$ cat config.mk
export PLATFORM = sky130hd
export DESIGN_NAME = alu_wb_top
export DESIGN_NICKNAME = d
export VERILOG_FILES = /design/src/wb_regs_pkg.sv /design/src/alu_pkg.sv /design/src/alu_wb_top.sv /design/src/alu_top.sv /design/src/alu_shift.sv /design/src/alu_addsub.sv
export SDC_FILE = /design/constraint.sdc
export NUM_CORES = 1
export LEC_CHECK = 0
export BUFFER_PORTS_ARGS = -buffer_cell sky130_fd_sc_hd__clkbuf_2
export CAP_MARGIN = 0
export CORE_MARGIN = 1.5
export CORE_UTILIZATION = 60
export DETAILED_ROUTE_END_ITERATION = 10
export PLACE_DENSITY = 0.8
export SYNTH_ARGS = -nofsm -noshare
export SYNTH_HDL_FRONTEND = slang
export SYNTH_SLANG_ARGS = --single-unit
$ cat constraint.sdc
create_clock -name clk_i -period 5.4 [get_ports clk_i]
set_input_delay 0.81 -clock clk_i [delete_from_list [all_inputs] [get_ports clk_i]]
set_output_delay 0.81 -clock clk_i [all_outputs]
set_load 0.1 [all_outputs]
$ cat src/wb_regs_pkg.sv
package wb_regs_pkg;

  // byte address width of the slave port
  localparam int WB_AW = 5;

  // register map in byte offsets
  localparam logic [WB_AW-1:0] REG_OPA    = 5'h00;  // rw operand a
  localparam logic [WB_AW-1:0] REG_OPB    = 5'h04;  // rw operand b
  localparam logic [WB_AW-1:0] REG_OP     = 5'h08;  // rw opcode in bits 3:0

  // read-only results of the ALU
  localparam logic [WB_AW-1:0] REG_RESULT = 5'h0C;
  localparam logic [WB_AW-1:0] REG_FLAG   = 5'h10;  // compare flag in bit 0

  // any other offset is answered with err

endpackage

$ cat src/alu_pkg.sv
package alu_pkg;

  // opcode field width as stored in the REG_OP register
  localparam int ALUOP_LEN = 4;

  // operation codes numbered in this order from 0
  typedef enum logic [ALUOP_LEN-1:0] {
    // arithmetic
    ADD,
    SUB,
    // bitwise logic
    XOR,
    OR,
    AND,
    // shifts by the low bits of operand b
    SLL,
    SRL,
    SRA,
    // set-less-than with the flag as result
    SLT,
    SLTU,
    // branch conditions
    BEQ,
    BNE,
    BLT,   // signed a < b
    BGE,   // signed a >= b
    BLTU,  // unsigned a < b
    BGEU   // unsigned a >= b
  } alu_op_e;

  // every code in the field is used, so any 4-bit value is a legal opcode
  // the compare group goes through the subtract path of the adder
  // and leaves its answer on the flag output

endpackage
$ cat src/alu_wb_top.sv
`timescale 1ns/1ns
module alu_wb_top #(
  parameter int XLEN = 32
) (
  input  logic                        clk_i,
  input  logic                        rst_i,
  input  logic                        cyc_i,
  input  logic                        stb_i,
  input  logic                        we_i,
  input  logic [wb_regs_pkg::WB_AW-1:0] adr_i,
  input  logic [XLEN-1:0]             dat_i,
  input  logic [XLEN/8-1:0]           sel_i,
  output logic [XLEN-1:0]             dat_o,
  output logic                        ack_o,
  output logic                        err_o
);
  import alu_pkg::*;
  import wb_regs_pkg::*;

  localparam int SELW = XLEN / 8;

  logic [XLEN-1:0]      opa_q;
  logic [XLEN-1:0]      opb_q;
  alu_op_e              op_q;
  logic [ALUOP_LEN-1:0] op_bits;
  logic [XLEN-1:0]      alu_res;
  logic                 cmp_flag;
  logic [XLEN-1:0]      rd_mux;
  logic [XLEN-1:0]      rd_q;
  logic                 valid;
  logic                 mapped;
  logic                 read_only;
  logic                 bad;

  // new transfer, not the tail of the previous one
  assign valid = cyc_i & stb_i & ~ack_o & ~err_o;

  always_comb begin
    mapped    = 1'b1;
    read_only = 1'b0;
    case (adr_i)
      REG_OPA, REG_OPB, REG_OP: read_only = 1'b0;
      REG_RESULT, REG_FLAG:     read_only = 1'b1;
      default:                  mapped = 1'b0;
    endcase
  end

  assign bad = ~mapped | (we_i & read_only);

  // read data from the registers as they are now
  always_comb begin
    case (adr_i)
      REG_OPA:    rd_mux = opa_q;
      REG_OPB:    rd_mux = opb_q;
      REG_OP:     rd_mux = {{(XLEN-ALUOP_LEN){1'b0}}, op_q};
      REG_RESULT: rd_mux = alu_res;
      REG_FLAG:   rd_mux = {{(XLEN-1){1'b0}}, cmp_flag};
      default:    rd_mux = '0;
    endcase
  end

  always_ff @(posedge clk_i) begin
    if (rst_i) begin
      ack_o <= 1'b0;
      err_o <= 1'b0;
      opa_q <= '0;
      opb_q <= '0;
      op_q  <= ADD;
    end else begin
      ack_o <= valid & ~bad;
      err_o <= valid & bad;
      if (valid & we_i & ~bad) begin
        for (int i = 0; i < SELW; i++) begin
          if (sel_i[i] && adr_i == REG_OPA) opa_q[8*i +: 8] <= dat_i[8*i +: 8];
          if (sel_i[i] && adr_i == REG_OPB) opb_q[8*i +: 8] <= dat_i[8*i +: 8];
        end
        if (sel_i[0] && adr_i == REG_OP) op_q <= alu_op_e'(dat_i[ALUOP_LEN-1:0]);
      end
    end
  end

  // captured on the request edge, shown during ack
  always_ff @(posedge clk_i) begin
    if (valid) rd_q <= we_i ? '0 : rd_mux;
  end

  assign dat_o = ack_o ? rd_q : '0;

  assign op_bits = op_q;

  alu_top #(.XLEN(XLEN)) u_alu (
    .alu_a_i       (opa_q),
    .alu_b_i       (opb_q),
    .alu_op_i      (op_bits),
    .alu_out_o     (alu_res),
    .compare_out_o (cmp_flag)
  );

endmodule

$ cat src/alu_top.sv
`timescale 1ns/1ns
module alu_top #(
  parameter int XLEN = 32
) (
  input  logic [XLEN-1:0]               alu_a_i,
  input  logic [XLEN-1:0]               alu_b_i,
  input  logic [alu_pkg::ALUOP_LEN-1:0] alu_op_i,
  output logic [XLEN-1:0]               alu_out_o,
  output logic                          compare_out_o
);
  import alu_pkg::*;

  localparam int SHW = $clog2(XLEN);

  alu_op_e         op;
  logic [XLEN-1:0] sum;
  logic [XLEN-1:0] shift_res;
  logic [XLEN-1:0] logic_res;
  logic            cmp_flag;
  logic            is_arith;
  logic            is_logic;
  logic            is_shift;

  assign op = alu_op_e'(alu_op_i);

  alu_addsub #(.XLEN(XLEN)) u_addsub (
    .alu_a_i   (alu_a_i),
    .alu_b_i   (alu_b_i),
    .alu_op_i  (op),
    .sum_o     (sum),
    .compare_o (cmp_flag)
  );

  alu_shift #(.XLEN(XLEN)) u_shift (
    .alu_a_i     (alu_a_i),
    .shamt_i     (alu_b_i[SHW-1:0]),  // low bits of b only
    .alu_op_i    (op),
    .shift_out_o (shift_res)
  );

  always_comb begin
    case (op)
      XOR:     logic_res = alu_a_i ^ alu_b_i;
      OR:      logic_res = alu_a_i | alu_b_i;
      AND:     logic_res = alu_a_i & alu_b_i;
      default: logic_res = '0;
    endcase
  end

  // operation classes
  assign is_arith = (op == ADD) | (op == SUB);
  assign is_logic = (op == XOR) | (op == OR) | (op == AND);
  assign is_shift = (op == SLL) | (op == SRL) | (op == SRA);

  always_comb begin
    if (is_arith) alu_out_o = sum;
    else if (is_logic) alu_out_o = logic_res;
    else if (is_shift) alu_out_o = shift_res;
    else alu_out_o = {{(XLEN-1){1'b0}}, cmp_flag};  // compare group gives the flag as 0 or 1
  end

  assign compare_out_o = cmp_flag;

endmodule

$ cat src/alu_shift.sv
`timescale 1ns/1ns
module alu_shift #(
  parameter int XLEN = 32
) (
  input  logic [XLEN-1:0]         alu_a_i,
  input  logic [$clog2(XLEN)-1:0] shamt_i,
  input  alu_pkg::alu_op_e        alu_op_i,
  output logic [XLEN-1:0]         shift_out_o
);
  import alu_pkg::*;

  localparam int SHW = $clog2(XLEN);

  logic            fill;
  logic [XLEN-1:0] rev_a;
  logic [XLEN-1:0] stage [SHW+1];

  function automatic logic [XLEN-1:0] bit_rev(input logic [XLEN-1:0] v);
    logic [XLEN-1:0] r;
    for (int i = 0; i < XLEN; i++) begin
      r[i] = v[XLEN-1-i];
    end
    return r;
  endfunction

  assign rev_a = bit_rev(alu_a_i);

  // sign fill only for arithmetic right shift
  assign fill = (alu_op_i == SRA) & alu_a_i[XLEN-1];

  // left shift runs through the right shifter on reversed bits
  assign stage[0] = (alu_op_i == SLL) ? rev_a : alu_a_i;

  for (genvar s = 0; s < SHW; s++) begin : g_stage
    localparam int STEP = 1 << s;
    assign stage[s+1] = shamt_i[s] ? {{STEP{fill}}, stage[s][XLEN-1:STEP]} : stage[s];
  end

  always_comb begin
    case (alu_op_i)
      SLL:      shift_out_o = bit_rev(stage[SHW]);  // back to normal order
      SRL, SRA: shift_out_o = stage[SHW];
      default:  shift_out_o = '0;
    endcase
  end

endmodule

$ cat src/alu_addsub.sv
`timescale 1ns/1ns
module alu_addsub #(
  parameter int XLEN = 32
) (
  input  logic [XLEN-1:0]  alu_a_i,
  input  logic [XLEN-1:0]  alu_b_i,
  input  alu_pkg::alu_op_e alu_op_i,
  output logic [XLEN-1:0]  sum_o,
  output logic             compare_o
);
  import alu_pkg::*;

  logic            is_cmp;
  logic            is_sub;
  logic [XLEN:0]   a_ext;
  logic [XLEN:0]   b_ext;
  logic [XLEN:0]   sum_ext;
  logic            carry_top;  // carry into the extension bit
  logic            zero_f;
  logic            ovf_f;
  logic            sign_f;
  logic            carry_f;
  logic            lt_s;
  logic            lt_u;

  // compare group
  always_comb begin
    case (alu_op_i)
      SLT, SLTU, BEQ, BNE, BLT, BGE, BLTU, BGEU: is_cmp = 1'b1;
      default: is_cmp = 1'b0;
    endcase
  end

  assign is_sub = (alu_op_i == SUB) | is_cmp;

  // one extra sign bit on both operands
  assign a_ext = {alu_a_i[XLEN-1], alu_a_i};
  assign b_ext = {alu_b_i[XLEN-1], alu_b_i} ^ {(XLEN+1){is_sub}};  // invert for subtract

  // a + b, or a + ~b + 1
  assign sum_ext = a_ext + b_ext + {{XLEN{1'b0}}, is_sub};

  assign sum_o = sum_ext[XLEN-1:0];

  // carry out of the plain XLEN-bit add, recovered from the top bit
  assign carry_top = a_ext[XLEN] ^ b_ext[XLEN] ^ sum_ext[XLEN];

  assign zero_f  = (sum_ext == '0);
  assign ovf_f   = sum_ext[XLEN] ^ sum_ext[XLEN-1];
  assign sign_f  = sum_ext[XLEN-1];
  assign carry_f = is_sub ^ carry_top;  // borrow when subtracting

  assign lt_s = sign_f ^ ovf_f;
  assign lt_u = carry_f;

  // pick the flag the opcode asks for
  always_comb begin
    case (alu_op_i)
      SLT, BLT:   compare_o = lt_s;
      SLTU, BLTU: compare_o = lt_u;
      BGE:        compare_o = ~lt_s;
      BGEU:       compare_o = ~lt_u;
      BEQ:        compare_o = zero_f;
      BNE:        compare_o = ~zero_f;
      default:    compare_o = 1'b0;  // not a compare
    endcase
  end

endmodule

==> impl_results.md, run 1 <==
- Comb power frac: 6.2%
- Slew headroom: 36.4%
- Leakage power: 4.77 nW
- Worst path slowest cell: or4b_4
- Net switching power: 0.423 mW
- Internal Pwr Total: 1.16 mW
- Placed instance area: 11,900 um2
- Yosys cell types: 77
- Crit path max fanout: 30
- I/O Buffers: 79
- Post-synth top flop: dfxtp_1
- Inst Count DP: 1,696
- Postcts setup bufs: 0
- Most used cell, CP: xnor2_1
- Area Overhead vs Synth: 7.31%
- RSZ-0062 raised after global routing: false
- Initial antenna violation count: 1
- Via count: 11,700
- Die Width: 141 um
- Final Max Tran Viols: 0
- Setup_tns: 0 ns
- Seq cells post-synth: 103
- Post-CTS Hold Buffers: 0
- ANT cells: 0
- Post-synthesis sequential area ratio: 21.0%
- Crit path max-delay family: compound AO/OA/AOI/OAI gates
- Clock slew at reported path FFs: 0.08 ns
- Pin count of the biggest net entering global routing: 39
- DIE AREA: 19,700 um2
- Reg power frac: 51.2%
- Post-DR wirelength/cell: 24.2 um
- CTS Root Buffer Type: clkbuf_16
- Crit start category: flip-flop
- Reg2reg path depth: 15
- Final Util: 65.3%
- Highest Clock Rate: 0.201 GHz
- Final Hold Fails: 0
- Post-route minimum period: 4.97 ns
- Core area: 18,600 um2
- Final std cells w/o fill: 1,712
- Reg-to-Reg Start: op_bits[3]
- Initial core utilization: 60.9%
- Worst setup slack after layout: 0.430 ns
- Syn_nets: 1,598
- Fraction of registers with async set/reset: 0%
- Worst-margin pin slew: 0.954 ns
- Sw Share: 26.7%
- CTS max path bufs: 2
- Worst IR drop on VDD: 0.150 mV
- CTS tree: built
- First-pass GRT wire length: 62,200 um
- Routability congestion estimate: 1.04
- CTS sink cnt: 103
- CP endpoint kind: flip-flop
- Syn Area/Cell: 7.81 um2
- Total Wirelength: 41,400 um
- Area of the mapped netlist: 11,300 um2
- Final HPWL DP: 32,000 um
- Maxcap violations: 0
- Critical Path End: rd_q[0]
- Clock Latency Late Sink: 0.38 ns
- Reg-to-reg endpoint: rd_q[0]
- Final instance area: 12,200 um2
- Pwr per Cell Area: 130 nW/um2
- Status: completed
- Vias in the first global route: 10,600
- Number of synthesized flops with an enable pin: 32
- Critical Path Source: op_bits[3]
- Initial DRC Count: 1,316
- # IOs: 80
- Post-cts resize count: 0
- Antenna violation net count after detailed routing: 0
- DP Worst Slack: 0.612 ns
- WP data arrival: 5.14 ns
- Setup Crit Path Kind: flip-flop to flip-flop
- Clk pwr share: 42.7%
- FP Rows: 50
- Flop2flop setup slack: 0.43 ns
- Routed vias/inst: 6.84
- GRT overflow: 0
- Critical hold path startpoint: opb_q[11]
- CP Buf/Inv Count: 1
- Yosys warning total: 0
- CP cell instances: or4b_4 -> nor2b_4 -> buf_12 -> xnor2_1 -> ha_1 -> a21oi_1 -> nand2_1 -> a21o_1 -> a211oi_1 -> o31ai_1 -> xnor2_1 -> nand3_1 -> or4_1 -> o32a_1 -> o311ai_1
- Synthesized instance count: 1,452
- CTS Buf Count: 9
- GRT Util Overall: 41.6%
- # nets final: 1,619
- Die Ht: 141 um
- Final setup fails: 0
- CTS H-tree lvls: 3
- CP Data Required Time: 5.57 ns
- Stages on the worst setup path: 15
- Crit path largest cell delay: 0.63 ns
- Drt first pass iters: 6
- Cells on Worst Hold Path: 2
- Post-route clock period utilization: 92.0%
- Remaining DRCs: 0
- Final clock skew: 0.0191 ns
- Worst Hold Class: flip-flop to flip-flop
- Layout cell share with drive strength beyond 1: 12.2%
-- cell usage in the layout, fill, tap and decap left out, drive strengths merged, types with 4 or more instances in the layout --
| cell type | instances |
|---|---|
| o21a | 11 |
| nand3b | 4 |
| ha | 99 |
| and4 | 5 |
| or2 | 5 |
| o21ai | 87 |
| o31ai | 5 |
| o211ai | 26 |
| nor2 | 62 |
| clkbuf | 89 |
| nor3 | 19 |
| xor2 | 7 |
| a221oi | 23 |
| a21o | 5 |
| nand3 | 16 |
| a31oi | 8 |
| a221o | 6 |
| nand2b | 4 |
| a311oi | 6 |
| mux4 | 34 |
| a211oi | 24 |
| nor2b | 6 |
| edfxtp | 32 |
| xnor2 | 53 |
| nand2 | 250 |
| mux2i | 71 |
| nand4 | 11 |
| o22ai | 22 |
| inv | 77 |
| a21oi | 143 |
| a21boi | 7 |
| and2 | 50 |
| or3 | 9 |
| dfxtp | 71 |
| buf | 32 |
| a22oi | 38 |
| and3 | 9 |
-- worst min-delay path, delay by kind of cell, from the launching register on --
family | cells | cell delay (ns)
compound gates | 1 | 0.05
flops | 1 | 0.40
simple gates | 1 | 0.09
-- logic make-up (layout without fill, tap and decap cells) --
logic type	count (synthesis)	after routing	synth area share, %
and+or+nand+nor	466	466	19.0
muxes	107	107	13.2
buffers and inverters	175	201	6.22
DFF	103	103	21.0
xor gates and xnor gates	60	60	4.63
adders and majority gates	100	100	11.1
AOI/OAI and AO/OA	441	441	24.8
-- per-layer routing --
metal	part of all wire (%)	global-route usage (%)	routed length, um	vias up
met5	0.043	0	18	-
met4	3.9	16.0	1630	2
met3	13	12.0	5310	118
met2	44	63.9	18100	726
met1	40	55.3	16400	5506
li1	-	-	-	5360
-- layout make-up --
| cell class | count | area (um2) |
|---|---|---|
| clock inverter | 6 | 62.6 |
| timing repair buffer | 111 | 648 |
| clock buffer | 10 | 229 |
| fill | 1662 | 6470 |
| inverter | 74 | 278 |
| multi-input combinational | 1174 | 8280 |
| sequential | 103 | 2380 |
| tap | 234 | 293 |
-- worst min path at each step --
stage	end	slack (ns)
floorplan	opb_q[6]	0.48
global route	opb_q[17]	0.59
CTS	opb_q[11]	0.57
finish	opb_q[11]	0.58
global placement	opb_q[22]	0.53
detailed placement	opb_q[22]	0.55
-- Yosys cell counts, drive strengths merged, types with 22 or more instances --
cell type,number,area [um2]
nor2,62,235
mux2i,71,711
edfxtp,32,961
a221oi,23,208
ha,99,1240
a22oi,38,285
o22ai,22,138
clkbuf,80,300
a21oi,143,716
xnor2,53,464
o211ai,26,195
mux4,34,766
and2,50,313
nand2,250,938
a211oi,24,180
inv,73,274
o21ai,87,439
dfxtp,71,1420
-- power groups by stage --
stage / Combinational, mW / Sequential [mW] / Clock, mW
after global placement: 0.0940 / 0.828 / 0
after floorplan: 0.0525 / 0.829 / 0
final: 0.0974 / 0.810 / 0.675
after CTS: 0.0954 / 0.810 / 0.674
after global routing: 0.102 / 0.811 / 0.700
after detailed placement: 0.0951 / 0.828 / 0
-- per-stage QoR --
step | hold WS [ns] | power, mW
2_1_floorplan | 0.484 | 0.881
3_3_place_gp | 0.533 | 0.922
5_1_grt | 0.594 | 1.61
6_report | 0.584 | 1.58
4_1_cts | 0.567 | 1.58
3_5_place_dp | 0.552 | 0.923
-- flip-flops by register name, summed over array words and instances (netlist names) --
register	count
opa_q	32
opb_q	32
u_alu.u_addsub.is_cmp	1
ack_o	1
err_o	1
op_bits	4
rd_q	32
Power figures use the tool's default switching activity.
==> run 2: changes to the inputs <==
- clock period: 5.4 -> 5.75 ns (I/O delays scaled with it)
==> run 2 against run 1 <==
- highest routed layer is now met4
- clock skew shrank 0.0062 ns
- sequential share of layout area grew 0.093 points
- register-to-register slack gained 0.15 ns
- hold slack lost 0.023 ns
- critical endpoint unchanged
- via count shrank 0.55%
- combinational power shrank 7.3%
- worst setup slack gained 0.15 ns
- flip-flop and latch count is the same
- die area is the same
==> impl_results.md, run 2 (synthesis results as in run 1) <==
- Crit path max fanout: 24 (-20%)
- DIE AREA: 19,700 um2 (unchanged)
- Final Util: 65.0% (-0.31 points)
- Clk pwr share: 42.0% (-0.7 points)
- Worst-margin pin slew: 1.03 ns (+0.0744 ns)
- Comb power frac: 6.2% (about the same)
- Final instance area: 12,100 um2 (-0.47%)
- Setup Crit Path Kind: flip-flop to flip-flop
- Initial DRC Count: 1,644 (+25%)
- # IOs: 80 (unchanged)
- Initial core utilization: 60.9% (unchanged)
- I/O Buffers: 79 (unchanged)
- Net switching power: 0.386 mW (-8.7%)
- Final clock skew: 0.0129 ns (-0.00621 ns)
- Final Hold Fails: 0 (unchanged)
- Final HPWL DP: 30,900 um (-3.4%)
- Reg power frac: 51.8% (+0.6 points)
- Hold slack: 0.561 ns (-0.0231 ns)
- WP data arrival: 5.34 ns (+0.20 ns)
- Highest Clock Rate: 0.193 GHz (-3.9%)
- GRT Util Overall: 40.0% (-1.6 points)
- ANT cells: 0 (unchanged)
- Clock Latency Late Sink: 0.37 ns (about the same)
- Via count: 11,600 (-0.55%)
- Most used cell, CP: xnor2_1
- Post-cts resize count: 0 (unchanged)
- RSZ-0062 raised after global routing: false
- Remaining DRCs: 0 (unchanged)
- Crit path largest cell delay: 0.70 ns (+0.07 ns)
- Highest-count cells in the layout ignoring fill and taps: nand2_1, a21oi_1, ha_1
- # nets final: 1,613 (-0.37%)
- Worst path slowest cell: dfxtp_1
- First-pass GRT wire length: 60,900 um (-2.1%)
- Antenna violation net count after detailed routing: 0 (unchanged)
- Worst Hold Class: flip-flop to flip-flop
- Layout cell share with drive strength beyond 1: 11.9% (-0.35 points)
- Total power: 1.47 mW (-7.3%)
- Setup_tns: 0 ns (unchanged)
- Clock slew at reported path FFs: 0.08 ns (about the same)
- Die Ht: 141 um (unchanged)
- FF+latch area: 2380 um2 (unchanged)
- CTS Buf Count: 9 (unchanged)
- CTS sink cnt: 103 (unchanged)
- Pin count of the biggest net entering global routing: 71 (+82%)
- CTS tree: built
- Sw Share: 26.3% (-0.43 points)
- Final setup fails: 0 (unchanged)
- CP cell instances: or4b_4 -> nor2b_4 -> buf_12 -> xnor2_1 -> ha_1 -> a21oi_1 -> o21a_1 -> o22ai_1 -> a211oi_1 -> o31ai_1 -> xnor2_1 -> nand3_1 -> or4_1 -> o32a_1 -> o311ai_1
- Final Max Tran Viols: 0 (unchanged)
- Leakage power: 4.73 nW (-0.86%)
- Drt first pass iters: 6 (unchanged)
- FP Rows: 50 (unchanged)
- CP endpoint kind: flip-flop
- Crit start category: flip-flop
- Area of the multi-input gates: 8280 um2 (unchanged)
- GRT overflow: 0 (unchanged)
- Routability congestion estimate: 1.07 (+2.1%)
- Pwr per Cell Area: 121 nW/um2 (-6.8%)
- Area Overhead vs Synth: 6.80%
- CP Data Required Time: 5.92 ns (+0.35 ns)
- Total Wirelength: 39,800 um (-3.9%)
- Post-DR wirelength/cell: 23.3 um (-3.5%)
- Postcts setup bufs: 0 (unchanged)
- CTS max path bufs: 2 (unchanged)
- Slew headroom: 31.5% (-5.0 points)
- CTS H-tree lvls: 3 (unchanged)
- Core area: 18,600 um2 (unchanged)
- Commonest non-fill, non-tap cell in the layout: nand2_1
- Filler Cells Inserted: 1,643 (-1.1%)
- CTS Root Buffer Type: clkbuf_16
- Post-route clock period utilization: 89.9% (-2.1 points)
- Biggest regs: opa_q: 32 flops, opb_q: 32 flops, rd_q: 32 flops
- Maxcap violations: 0 (unchanged)
- Placed instance area: 11,800 um2 (-0.38%)
- Post-route minimum period: 5.17 ns (+0.200 ns)
- Post-CTS Hold Buffers: 0 (unchanged)
- Worst IR drop on VDD: 0.159 mV (+6.1%)
- Status: completed
- Routed vias/inst: 6.83 (-0.14%)
- Internal Pwr Total: 1.08 mW (-6.7%)
- Initial antenna violation count: 1 (unchanged)
- Vias in the first global route: 10,400 (-2.2%)
- Die Width: 141 um (unchanged)
## run 2: changes by cell type in the layout (fill, tap and decap cells not counted), sizes merged
cell,change
clkinvlp,+1
inv,-1
buf,-6
clkbuf,-1
## run 2: power by group through the flow
stage	logic, mW	clock network [mW]	registers [mW]
floorplan	0.0493	0	0.778
global placement	0.0877	0	0.777
detailed placement	0.0878	0	0.778
CTS	0.0882	0.614	0.761
global route	0.0952	0.640	0.762
finish	0.0903	0.617	0.761
## run 2: final timing paths
kind | cells past startpoint | slack, ns | endpoint | from
worst max register to register | 15 | 0.58 | rd_q[0] | op_bits[0]
worst min register to register | 2 | 0.56 | opb_q[19] | opb_q[19]
worst max-delay path | 15 | 0.58 | rd_q[0] | op_bits[0]
worst min-delay path | 2 | 0.56 | opb_q[19] | opb_q[19]
## run 2: per-layer routing
layer	GRT usage (%)	vias up	routed length [um]
met3	6.63	98	4670
met2	62.0	742	17300
met1	57.2	5470	16600
met5	0	-	0
met4	12.4	0	1220
li1	-	5338	-
## run 2: per-stage QoR
step | worst slack, ns | cells
after floorplan | 1.20 | 1452
after global placement | 0.795 | 1690
after detailed placement | 0.719 | 1690
after CTS | 0.690 | 1705
after global routing | 0.344 | 1705
final | 0.580 | 1705
## run 2: layout make-up
type                       count  area share [%]
clock inverter                 6           0.444
tap                          234            2.42
timing repair buffer         105            4.98
clock buffer                   9            1.86
sequential                   103            19.7
inverter                      74            2.29
multi-input combinational   1174            68.3
## run 2: critical path: cells and delay by family, from the launching register on
family / cells / cell delay, ns
fa+ha+maj: 1 / 0.37
compound gates: 7 / 1.86
flops: 1 / 0.70
simple gates: 4 / 1.45
xor+xnor: 2 / 0.37
buf+inv: 1 / 0.20
